`src/include/cce_config.svh`:
```
// CCE register block widths and counts shared by packages and RTL
`ifndef CCE_CONFIG_SVH
`define CCE_CONFIG_SVH

// Physical address split into tag, set and block offset
`define CCE_PADDR_WIDTH     22
`define CCE_BLOCK_OFFSET    6
`define CCE_SET_BITS        6
`define CCE_TAG_WIDTH       10

// Cache organization
`define CCE_WAY_BITS        3
`define CCE_LCE_ID_BITS     2

// Microcode register file
`define CCE_NUM_GPR         8
`define CCE_GPR_WIDTH       64
`define CCE_IMM_WIDTH       16

// Coherence state, MSHR flags and message fields
`define CCE_COH_BITS        3
`define CCE_NUM_FLAGS       14
`define CCE_NUM_GAD_FLAGS   8
`define CCE_REQ_TYPE_BITS   2
`define CCE_RESP_TYPE_BITS  4

`endif

```
`src/hw/cce_inst_pkg.sv`:
```
// Decoded microcode instruction format and its source selects
`include "cce_config.svh"

package cce_inst_pkg;

  // Source for a single MSHR flag write
  typedef enum logic [1:0] {
    e_flag_src_zero  = 2'd0,
    e_flag_src_logic = 2'd1,
    e_flag_src_imm0  = 2'd2
  } flag_src_e;

  typedef struct packed {
    // GPR write sources
    logic                               alu_w_v;
    logic                               mov_w_v;
    logic                               resp_type_w_v;
    logic                               dir_tag_rd_v;
    logic [`CCE_NUM_GPR-1:0]            gpr_w_mask;

    // MSHR field group enables
    logic                               mshr_clear;
    logic                               req_w_v;
    logic                               way_w_v;
    logic                               lru_way_w_v;
    logic                               owner_w_v;

    // Flag writes
    logic [`CCE_NUM_FLAGS-1:0]          flag_w_mask;
    flag_src_e [`CCE_NUM_FLAGS-1:0]     flag_src;

    // Coherence state writes
    logic                               next_coh_w_v;
    logic                               coh_w_v;

    logic [`CCE_IMM_WIDTH-1:0]          imm;
  } cce_inst_decoded_t;

endpackage

```
`src/hw/cce_reg_pkg.sv`:
```
// Register state types of the CCE microcode unit
`include "cce_config.svh"

package cce_reg_pkg;

  typedef logic [`CCE_GPR_WIDTH-1:0] gpr_t;

  typedef logic [`CCE_RESP_TYPE_BITS-1:0] resp_type_t;

  // MOESIF encoding, 4 and 5 unused
  typedef enum logic [`CCE_COH_BITS-1:0] {
    e_coh_i = 3'd0,
    e_coh_s = 3'd1,
    e_coh_e = 3'd2,
    e_coh_f = 3'd3,
    e_coh_m = 3'd6,
    e_coh_o = 3'd7
  } coh_state_e;

  // Bit positions within the MSHR flag vector
  typedef enum logic [3:0] {
    e_flag_rqf, e_flag_ucf, e_flag_nerf, e_flag_ldf, e_flag_nwbf,
    e_flag_tf, e_flag_rf, e_flag_uf, e_flag_if, e_flag_cf,
    e_flag_cef, e_flag_cof, e_flag_cdf, e_flag_lef
  } flag_e;

  typedef logic [`CCE_NUM_FLAGS-1:0] flags_t;

  typedef struct packed {
    logic [`CCE_LCE_ID_BITS-1:0]  lce_id;
    logic [`CCE_PADDR_WIDTH-1:0]  paddr;
    logic [`CCE_WAY_BITS-1:0]     way_id;
    logic [`CCE_WAY_BITS-1:0]     lru_way_id;
    logic [`CCE_LCE_ID_BITS-1:0]  owner_lce_id;
    logic [`CCE_WAY_BITS-1:0]     owner_way_id;
    flags_t                       flags;
    coh_state_e                   next_coh_state;
    logic [`CCE_PADDR_WIDTH-1:0]  lru_paddr;
  } mshr_t;

endpackage

```
`src/hw/cce_if.sv`:
```
// LCE request and directory/GAD result bundles inside the register block
`timescale 1ns/1ps
`include "cce_config.svh"

interface cce_lce_req_if;
  logic [`CCE_LCE_ID_BITS-1:0]    src_id;
  logic [`CCE_PADDR_WIDTH-1:0]    addr;
  // 0 read, 1 write, 2 uncached read, 3 uncached write
  logic [`CCE_REQ_TYPE_BITS-1:0]  req_type;
  logic [`CCE_WAY_BITS-1:0]       lru_way;
  logic                           non_excl;
  logic                           lru_dirty;

  modport drv (output src_id, addr, req_type, lru_way, non_excl, lru_dirty);
  modport rcv (input src_id, addr, req_type, lru_way, non_excl, lru_dirty);
endinterface

interface cce_gad_if;
  logic [`CCE_WAY_BITS-1:0]     req_way;
  logic [`CCE_LCE_ID_BITS-1:0]  owner_lce;
  logic [`CCE_WAY_BITS-1:0]     owner_way;
  logic                         transfer;
  logic                         replacement;
  logic                         upgrade;
  logic                         invalidate;
  logic                         cached;
  logic                         cached_excl;
  logic                         cached_owned;
  logic                         cached_dirty;
  // Directory LRU result, valid on its own strobe
  logic                         lru_v;
  logic                         lru_cached_excl;
  logic [`CCE_TAG_WIDTH-1:0]    lru_tag;

  modport drv (output req_way, owner_lce, owner_way, transfer, replacement, upgrade,
               invalidate, cached, cached_excl, cached_owned, cached_dirty,
               lru_v, lru_cached_excl, lru_tag);
  modport rcv (input req_way, owner_lce, owner_way, transfer, replacement, upgrade,
               invalidate, cached, cached_excl, cached_owned, cached_dirty,
               lru_v, lru_cached_excl, lru_tag);
endinterface

```
`src/hw/cce_gpr_file.sv`:
```
// General purpose register file written by masked microcode instructions
`timescale 1ns/1ps
`include "cce_config.svh"

module cce_gpr_file (
  input  logic                                      clk_i,
  input  logic                                      reset_i,
  input  logic                                      inst_v_i,
  input  cce_inst_pkg::cce_inst_decoded_t           decoded_inst_i,
  input  cce_reg_pkg::gpr_t                         alu_res_i,
  input  cce_reg_pkg::gpr_t                         mov_src_i,
  input  cce_reg_pkg::resp_type_t                   resp_type_i,
  input  logic [`CCE_TAG_WIDTH-1:0]                 dir_tag_i,
  output cce_reg_pkg::gpr_t [`CCE_NUM_GPR-1:0]      gpr_o
);
  import cce_reg_pkg::*;

  gpr_t                     wr_data;
  gpr_t [`CCE_NUM_GPR-1:0]  gpr_r;

  // All masked registers take the same value
  always_comb begin
    if (decoded_inst_i.alu_w_v) begin
      wr_data = alu_res_i;
    end else if (decoded_inst_i.mov_w_v) begin
      wr_data = mov_src_i;
    end else if (decoded_inst_i.resp_type_w_v) begin
      wr_data = gpr_t'(resp_type_i);
    end else if (decoded_inst_i.dir_tag_rd_v) begin
      // Tag goes back to its address position
      wr_data = gpr_t'({dir_tag_i, {(`CCE_PADDR_WIDTH - `CCE_TAG_WIDTH){1'b0}}});
    end else begin
      wr_data = '0;
    end
  end

  always_ff @(posedge clk_i) begin
    if (reset_i) begin
      gpr_r <= '0;
    end else if (inst_v_i) begin
      for (int i = 0; i < `CCE_NUM_GPR; i++) begin
        if (decoded_inst_i.gpr_w_mask[i]) begin
          gpr_r[i] <= wr_data;
        end
      end
    end
  end

  assign gpr_o = gpr_r;

endmodule

```
`src/hw/cce_mshr_flags.sv`:
```
// MSHR flag bits with per-flag source select and write mask
`timescale 1ns/1ps
`include "cce_config.svh"

module cce_mshr_flags (
  input  logic                             clk_i,
  input  logic                             reset_i,
  input  logic                             inst_v_i,
  input  cce_inst_pkg::cce_inst_decoded_t  decoded_inst_i,
  cce_lce_req_if.rcv                       lce_req,
  cce_gad_if.rcv                           gad,
  input  logic                             null_wb_i,
  output cce_reg_pkg::flags_t              flags_o
);
  import cce_inst_pkg::*;
  import cce_reg_pkg::*;

  logic   clear_v;
  flags_t logic_src;
  flags_t flags_n;
  flags_t flags_r;

  assign clear_v = inst_v_i & decoded_inst_i.mshr_clear;

  // Value each flag takes under the logic select
  always_comb begin
    logic_src[e_flag_rqf]  = lce_req.req_type[0];
    // Request types 2 and 3 are the uncached ones
    logic_src[e_flag_ucf]  = lce_req.req_type[1];
    logic_src[e_flag_nerf] = lce_req.non_excl;
    logic_src[e_flag_ldf]  = lce_req.lru_dirty;
    logic_src[e_flag_nwbf] = null_wb_i;
    logic_src[e_flag_tf]   = gad.transfer;
    logic_src[e_flag_rf]   = gad.replacement;
    logic_src[e_flag_uf]   = gad.upgrade;
    logic_src[e_flag_if]   = gad.invalidate;
    logic_src[e_flag_cf]   = gad.cached;
    logic_src[e_flag_cef]  = gad.cached_excl;
    logic_src[e_flag_cof]  = gad.cached_owned;
    logic_src[e_flag_cdf]  = gad.cached_dirty;
    logic_src[e_flag_lef]  = gad.lru_cached_excl;
  end

  always_comb begin
    flags_n = flags_r;
    if (clear_v) begin
      flags_n = '0;
    end else begin
      for (int i = 0; i < `CCE_NUM_FLAGS; i++) begin
        if (inst_v_i && decoded_inst_i.flag_w_mask[i]) begin
          case (decoded_inst_i.flag_src[i])
            e_flag_src_logic: flags_n[i] = logic_src[i];
            e_flag_src_imm0:  flags_n[i] = decoded_inst_i.imm[0];
            default:          flags_n[i] = 1'b0;
          endcase
        end
      end
      // Directory LRU result wins over an instruction write of lef
      if (gad.lru_v) begin
        flags_n[e_flag_lef] = gad.lru_cached_excl;
      end
    end
  end

  always_ff @(posedge clk_i) begin
    if (reset_i) begin
      flags_r <= '0;
    end else begin
      flags_r <= flags_n;
    end
  end

  assign flags_o = flags_r;

endmodule

```
`src/hw/cce_mshr.sv`:
```
// Miss status holding register with field group writes, clear and LRU address
`timescale 1ns/1ps
`include "cce_config.svh"

module cce_mshr (
  input  logic                             clk_i,
  input  logic                             reset_i,
  input  logic                             inst_v_i,
  input  cce_inst_pkg::cce_inst_decoded_t  decoded_inst_i,
  input  cce_reg_pkg::coh_state_e          coh_state_i,
  input  logic                             null_wb_i,
  cce_lce_req_if.rcv                       lce_req,
  cce_gad_if.rcv                           gad,
  output cce_reg_pkg::mshr_t               mshr_o
);
  import cce_reg_pkg::*;

  logic                         clear_v;
  logic [`CCE_LCE_ID_BITS-1:0]  lce_id_r;
  logic [`CCE_PADDR_WIDTH-1:0]  paddr_r;
  logic [`CCE_WAY_BITS-1:0]     way_id_r;
  logic [`CCE_WAY_BITS-1:0]     lru_way_id_r;
  logic [`CCE_LCE_ID_BITS-1:0]  owner_lce_id_r;
  logic [`CCE_WAY_BITS-1:0]     owner_way_id_r;
  coh_state_e                   next_coh_r;
  logic [`CCE_PADDR_WIDTH-1:0]  lru_paddr_r;
  flags_t                       flags;

  assign clear_v = inst_v_i & decoded_inst_i.mshr_clear;

  always_ff @(posedge clk_i) begin
    if (reset_i || clear_v) begin
      lce_id_r       <= '0;
      paddr_r        <= '0;
      way_id_r       <= '0;
      lru_way_id_r   <= '0;
      owner_lce_id_r <= '0;
      owner_way_id_r <= '0;
      lru_paddr_r    <= '0;
      // A clear keeps the current coherence state for the next transaction
      next_coh_r     <= reset_i ? e_coh_i : coh_state_i;
    end else begin
      if (inst_v_i && decoded_inst_i.req_w_v) begin
        lce_id_r <= lce_req.src_id;
        paddr_r  <= lce_req.addr;
      end
      if (inst_v_i && decoded_inst_i.way_w_v) begin
        way_id_r <= gad.req_way;
      end
      if (inst_v_i && decoded_inst_i.lru_way_w_v) begin
        lru_way_id_r <= lce_req.lru_way;
      end
      if (inst_v_i && decoded_inst_i.owner_w_v) begin
        owner_lce_id_r <= gad.owner_lce;
        owner_way_id_r <= gad.owner_way;
      end
      if (inst_v_i && decoded_inst_i.next_coh_w_v) begin
        next_coh_r <= coh_state_e'(decoded_inst_i.imm[`CCE_COH_BITS-1:0]);
      end
      // LRU victim address in the set of the current request
      if (gad.lru_v) begin
        lru_paddr_r <= {gad.lru_tag, paddr_r[`CCE_BLOCK_OFFSET +: `CCE_SET_BITS],
                        {`CCE_BLOCK_OFFSET{1'b0}}};
      end
    end
  end

  cce_mshr_flags flags_inst (
    .clk_i          (clk_i),
    .reset_i        (reset_i),
    .inst_v_i       (inst_v_i),
    .decoded_inst_i (decoded_inst_i),
    .lce_req        (lce_req),
    .gad            (gad),
    .null_wb_i      (null_wb_i),
    .flags_o        (flags)
  );

  always_comb begin
    mshr_o.lce_id         = lce_id_r;
    mshr_o.paddr          = paddr_r;
    mshr_o.way_id         = way_id_r;
    mshr_o.lru_way_id     = lru_way_id_r;
    mshr_o.owner_lce_id   = owner_lce_id_r;
    mshr_o.owner_way_id   = owner_way_id_r;
    mshr_o.flags          = flags;
    mshr_o.next_coh_state = next_coh_r;
    mshr_o.lru_paddr      = lru_paddr_r;
  end

endmodule

```
`src/hw/cce_reg.sv`:
```
// CCE microcode register block with GPRs, MSHR and coherence state
`timescale 1ns/1ps
`include "cce_config.svh"

module cce_reg (
  input  logic                                   clk_i,
  input  logic                                   reset_i,
  input  logic                                   inst_v_i,
  input  cce_inst_pkg::cce_inst_decoded_t        decoded_inst_i,
  input  logic [`CCE_LCE_ID_BITS-1:0]            lce_src_id_i,
  input  logic [`CCE_PADDR_WIDTH-1:0]            lce_addr_i,
  input  logic [`CCE_REQ_TYPE_BITS-1:0]          lce_req_type_i,
  input  logic [`CCE_WAY_BITS-1:0]               lce_lru_way_i,
  input  logic                                   lce_non_excl_i,
  input  logic                                   lce_lru_dirty_i,
  input  logic                                   null_wb_i,
  input  cce_reg_pkg::resp_type_t                resp_type_i,
  input  cce_reg_pkg::gpr_t                      alu_res_i,
  input  cce_reg_pkg::gpr_t                      mov_src_i,
  input  logic [`CCE_WAY_BITS-1:0]               gad_req_way_i,
  input  logic [`CCE_LCE_ID_BITS-1:0]            gad_owner_lce_i,
  input  logic [`CCE_WAY_BITS-1:0]               gad_owner_way_i,
  // Bit 0 transfer up to bit 7 cached dirty
  input  logic [`CCE_NUM_GAD_FLAGS-1:0]          gad_flags_i,
  input  logic [`CCE_TAG_WIDTH-1:0]              dir_tag_i,
  input  logic                                   dir_lru_v_i,
  input  logic                                   dir_lru_cached_excl_i,
  input  logic [`CCE_TAG_WIDTH-1:0]              dir_lru_tag_i,
  output cce_reg_pkg::mshr_t                     mshr_o,
  output cce_reg_pkg::gpr_t [`CCE_NUM_GPR-1:0]   gpr_o,
  output cce_reg_pkg::coh_state_e                coh_state_o
);
  import cce_reg_pkg::*;

  coh_state_e coh_state_r;

  cce_lce_req_if lce_req ();
  cce_gad_if     gad ();

  assign lce_req.src_id    = lce_src_id_i;
  assign lce_req.addr      = lce_addr_i;
  assign lce_req.req_type  = lce_req_type_i;
  assign lce_req.lru_way   = lce_lru_way_i;
  assign lce_req.non_excl  = lce_non_excl_i;
  assign lce_req.lru_dirty = lce_lru_dirty_i;

  assign gad.req_way         = gad_req_way_i;
  assign gad.owner_lce       = gad_owner_lce_i;
  assign gad.owner_way       = gad_owner_way_i;
  assign gad.transfer        = gad_flags_i[0];
  assign gad.replacement     = gad_flags_i[1];
  assign gad.upgrade         = gad_flags_i[2];
  assign gad.invalidate      = gad_flags_i[3];
  assign gad.cached          = gad_flags_i[4];
  assign gad.cached_excl     = gad_flags_i[5];
  assign gad.cached_owned    = gad_flags_i[6];
  assign gad.cached_dirty    = gad_flags_i[7];
  assign gad.lru_v           = dir_lru_v_i;
  assign gad.lru_cached_excl = dir_lru_cached_excl_i;
  assign gad.lru_tag         = dir_lru_tag_i;

  // Coherence state from the move source
  always_ff @(posedge clk_i) begin
    if (reset_i) begin
      coh_state_r <= e_coh_i;
    end else if (inst_v_i && decoded_inst_i.coh_w_v) begin
      coh_state_r <= coh_state_e'(mov_src_i[`CCE_COH_BITS-1:0]);
    end
  end

  assign coh_state_o = coh_state_r;

  cce_gpr_file gpr_file_inst (
    .clk_i          (clk_i),
    .reset_i        (reset_i),
    .inst_v_i       (inst_v_i),
    .decoded_inst_i (decoded_inst_i),
    .alu_res_i      (alu_res_i),
    .mov_src_i      (mov_src_i),
    .resp_type_i    (resp_type_i),
    .dir_tag_i      (dir_tag_i),
    .gpr_o          (gpr_o)
  );

  cce_mshr mshr_inst (
    .clk_i          (clk_i),
    .reset_i        (reset_i),
    .inst_v_i       (inst_v_i),
    .decoded_inst_i (decoded_inst_i),
    .coh_state_i    (coh_state_r),
    .null_wb_i      (null_wb_i),
    .lce_req        (lce_req),
    .gad            (gad),
    .mshr_o         (mshr_o)
  );

endmodule

```
`config.mk`:
```
export PLATFORM = sky130hd
export DESIGN_NAME = cce_reg
export DESIGN_NICKNAME = d
export VERILOG_FILES = /design/src/hw/cce_inst_pkg.sv /design/src/hw/cce_reg_pkg.sv /design/src/hw/cce_if.sv /design/src/hw/cce_gpr_file.sv /design/src/hw/cce_mshr_flags.sv /design/src/hw/cce_mshr.sv /design/src/hw/cce_reg.sv
export VERILOG_INCLUDE_DIRS = /design/src /design/src/include
export SDC_FILE = /design/constraint.sdc
export NUM_CORES = 1
export LEC_CHECK = 0
export ABC_AREA = 1
export BUFFER_PORTS_ARGS = -buffer_cell sky130_fd_sc_hd__buf_2
export CORE_AREA = 5 5 340 342
export DETAILED_ROUTE_END_ITERATION = 12
export DIE_AREA = 0 0 345 347
export GPL_ROUTABILITY_DRIVEN = 0
export PLACE_DENSITY = 0.44
export SLEW_MARGIN = 20
export SYNTH_ARGS = -nofsm -noshare
export SYNTH_HDL_FRONTEND = slang
export SYNTH_HIERARCHICAL = 1
export SYNTH_SLANG_ARGS = --single-unit
```
`constraint.sdc`:
```
create_clock -name clk_i -period 2.8 [get_ports clk_i]
set_input_delay 0.14 -clock clk_i [delete_from_list [all_inputs] [get_ports clk_i]]
set_output_delay 0.14 -clock clk_i [all_outputs]
set_load 0.01 [all_outputs]
```
==> results.yml <==
layout:
  final_common_cell: "nand2_1"
  drive_above_1_share: 0.216
  area_delta_synth_final_pct: 41.4
  fin_cells: 6466
  layout_common_cells: "nand2_1 (1162), nor2_1 (1018), buf_2 (849), dfxtp_1 (580), inv_1 (557)"
  nNetsFinal: 5221
cts:
  numCtsBuffers: 74
  root_buffer: "clkbuf_16"
  numClockSinks: 583
  h-tree-depth: 3
  clock_latency_ps: 630
  cts.clk_slew.worst_paths_ps: 60
  cts_tree: "yes"
  clock_path_buffers: 3
  cts.repair.resized: 0
  cts_setup_buffers: 0
floorplan:
  die_w_um: 345
  rows: 123
  die-area_sq_um: 120000
  core_sq_um: 112000
  start_util: 0.230
  ios: 871
  die_y_um: 347
global_route:
  grt_first_pass_wirelength_mm: 164
  grt_pass1_vias: 24604
  antenna_found_initial: 6
  grt_start_max_net_pins: 142
  gr-total-overflow: 0
  track_usage: 0.177
drt:
  wl_mm: 112
  post-route-drc-count: 0
  vias: 26479
  dr.first_iter.drc_count: 1699
  post_drt_wl_per_cell_um: 17.3
  drtPass1Iterations: 5
  routed_via_density: 4.10
  ant_nets: 0
sta:
  finalSetupTns_ps: 0
  fin_crit_ps: 2260
  setup_violations: 0
  rsz0062_at_grt: "false"
  tightest_slew_ps: 941
  fin_skew_ps: 4.38
  maxSlewViolCount: 0
  hold_violations: 0
  maxSlewHeadroom: 0.371
  period_share: 0.808
  fmax_ghz: 0.442
synth:
  synth-seq-cells: 583
  ys.warnings.count: 6
  netlist_area_sq_um: 25800
  syn_avg_cell_area_sq_um: 6.63
  synth_cell_types: 23
  synth_cells: 3890
  ys_seq_area_frac: 0.454
critical_path:
  rrSetupSlack_ps: 1020
  reg2reg_to: "mshr_inst/flags_inst/flags_o[13]$_SDFFE_PP0P_"
  critPathCaptureType: "flip-flop"
  path_cells: "dlygate4sd3_1 > buf_8 > clkinv_1 > nand2_1 > buf_4 > a21oi_1 > dlygate4sd3_1"
  reg2reg_from: "mshr_inst/flags_inst/flags_o[13]$_SDFFE_PP0P_"
  cp-start-kind: "input port"
  crit_path_max_fanout: 52
  required_ps: 3320
  critPathSlowestCell: "dlygate4sd3_1"
  crit_type: "in -> reg"
  cp_common_cell: "dlygate4sd3_1"
  max_stage_delay_ps: 600
  cp_data_arrival_time_ps: 2780
  reg2regPathDepth: 6
run:
  max_cap_viol_count: 0
pwr:
  power_leakage_nw: 20.9
  p_total_mw: 22.4
  pwr_density_cell_nw_per_um2: 613
  ir_worst_vdd_mv: 0.415
place:
  place_hpwl_mm: 77.4
  portBuffers: 851
  placed_cells: 6072
min_path:
  hold_class: "in -> reg"
  hp-start: "decoded_inst_i[70]"
  hold_path_depth: 6
  holdPathEnd: "gpr_file_inst/gpr_o[380]$_SDFFE_PP0P_"
outcome:
  status: "finished clean"
routing by layer:
| layer | part of all wire | global-route usage |
|---|---|---|
| met4 | 0.031 | 0.0604 |
| met3 | 0.065 | 0.0437 |
| met1 | 0.43 | 0.223 |
| met5 | 0 | 0 |
| met2 | 0.47 | 0.297 |
how the worst max path moves through the flow:
stage | start | to | slack, ps | depth (start not counted)
6_report | reset_i | mshr_inst/owner_way_id_r[2]$_SDFFE_PP0P_ | 540 | 7
5_1_grt | reset_i | mshr_inst/way_id_r[2]$_SDFFE_PP0P_ | 400 | 7
4_1_cts | decoded_inst_i[75] | gpr_file_inst/gpr_o[56]$_SDFFE_PP0P_ | 560 | 9
3_5_place_dp | inst_v_i | gpr_file_inst/gpr_o[48]$_SDFFE_PP0P_ | 890 | 9
3_3_place_gp | decoded_inst_i[75] | gpr_file_inst/gpr_o[312]$_SDFFE_PP0P_ | 890 | 8
2_1_floorplan | decoded_inst_i[75] | gpr_file_inst/gpr_o[100]$_SDFFE_PP0P_ | 1760 | 8
power by group:
part | switching (mW) | internal [mW]
Sequential | 0.261 | 8.83
Combinational | 2.33 | 1.43
Clock | 3.89 | 5.62
final cells by class:
type	count	area [sq um]
Fill cell	12309	75600
Sequential cell	583	11700
Multi-Input combinational cell	2532	10900
Timing Repair Buffer	1152	7440
Inverter	568	2170
Clock buffer	108	2160
Tap cell	1500	1880
Clock inverter	17	211
Antenna cell	6	15.0
cells by family after synthesis:
| logic type | after synthesis | synth area share |
|---|---|---|
| AO/OA/AOI/OAI | 147 | 0.0567 |
| adder cells (fa/ha/maj) | 28 | 0.0136 |
| buffers and inverters | 780 | 0.125 |
| flip-flops | 583 | 0.454 |
| other | 1 | 0.000145 |
| AND/OR/NAND/NOR | 2351 | 0.351 |
worst max-delay path, delay by kind of cell:
kind	cells	cell delay [ps]
AO/OA/AOI/OAI	1	90
buffers and inverters	5	2370
AND/OR/NAND/NOR	1	140
through the flow:
stage	utilization	area [sq um]	hold slack [ps]	worst slack (ps)
after floorplan	-	25800	275	1760
after global routing	0.325	36500	48.8	400
after detailed placement	0.281	31400	395	890
after global placement	0.281	31400	391	889
final	0.325	36500	58.7	538
after CTS	0.325	36400	0.106	557
cells in the mapped netlist:
master | n | area share
o21ai_0 | 16 | 0.0031
buf_2 | 137 | 0.027
a21o_2 | 1 | 0.00034
inv_2 | 2 | 0.00029
nor2_1 | 1018 | 0.15
nand2_2 | 2 | 0.00049
nand2_1 | 1162 | 0.17
edfxtp_1 | 3 | 0.0035
nand3_1 | 165 | 0.032
clkbuf_1 | 57 | 0.0083
buf_8 | 5 | 0.0029
inv_1 | 565 | 0.082
a21oi_2 | 9 | 0.0031
ha_1 | 28 | 0.014
buf_4 | 10 | 0.0029
buf_6 | 3 | 0.0013
conb_1 | 1 | 0.00015
clkinv_1 | 1 | 0.00015
nor2_2 | 3 | 0.00073
nor2_4 | 1 | 0.00044
a21boi_4 | 50 | 0.036
dfxtp_1 | 580 | 0.45
a21oi_1 | 71 | 0.014
state kept, by name (all words and copies together) (netlist names):
name                          cells
mshr_inst/lru_paddr_r            16
mshr_inst/owner_way_id_r          3
mshr_inst/lru_way_id_r            3
mshr_inst/lce_id_r                2
mshr_inst/owner_lce_id_r          2
gpr_file_inst/gpr_o             512
coh_state_o                       3
mshr_inst/paddr_r                22
mshr_inst/flags_inst/flags_o     14
mshr_inst/next_coh_r              3
mshr_inst/way_id_r                3
what timing repair did:
item	4_1_cts	5_1_grt
hold endpoints to repair	552	0
setup endpoints to repair	0	0
hold buffers	263	0
Power figures use the tool's default switching activity.
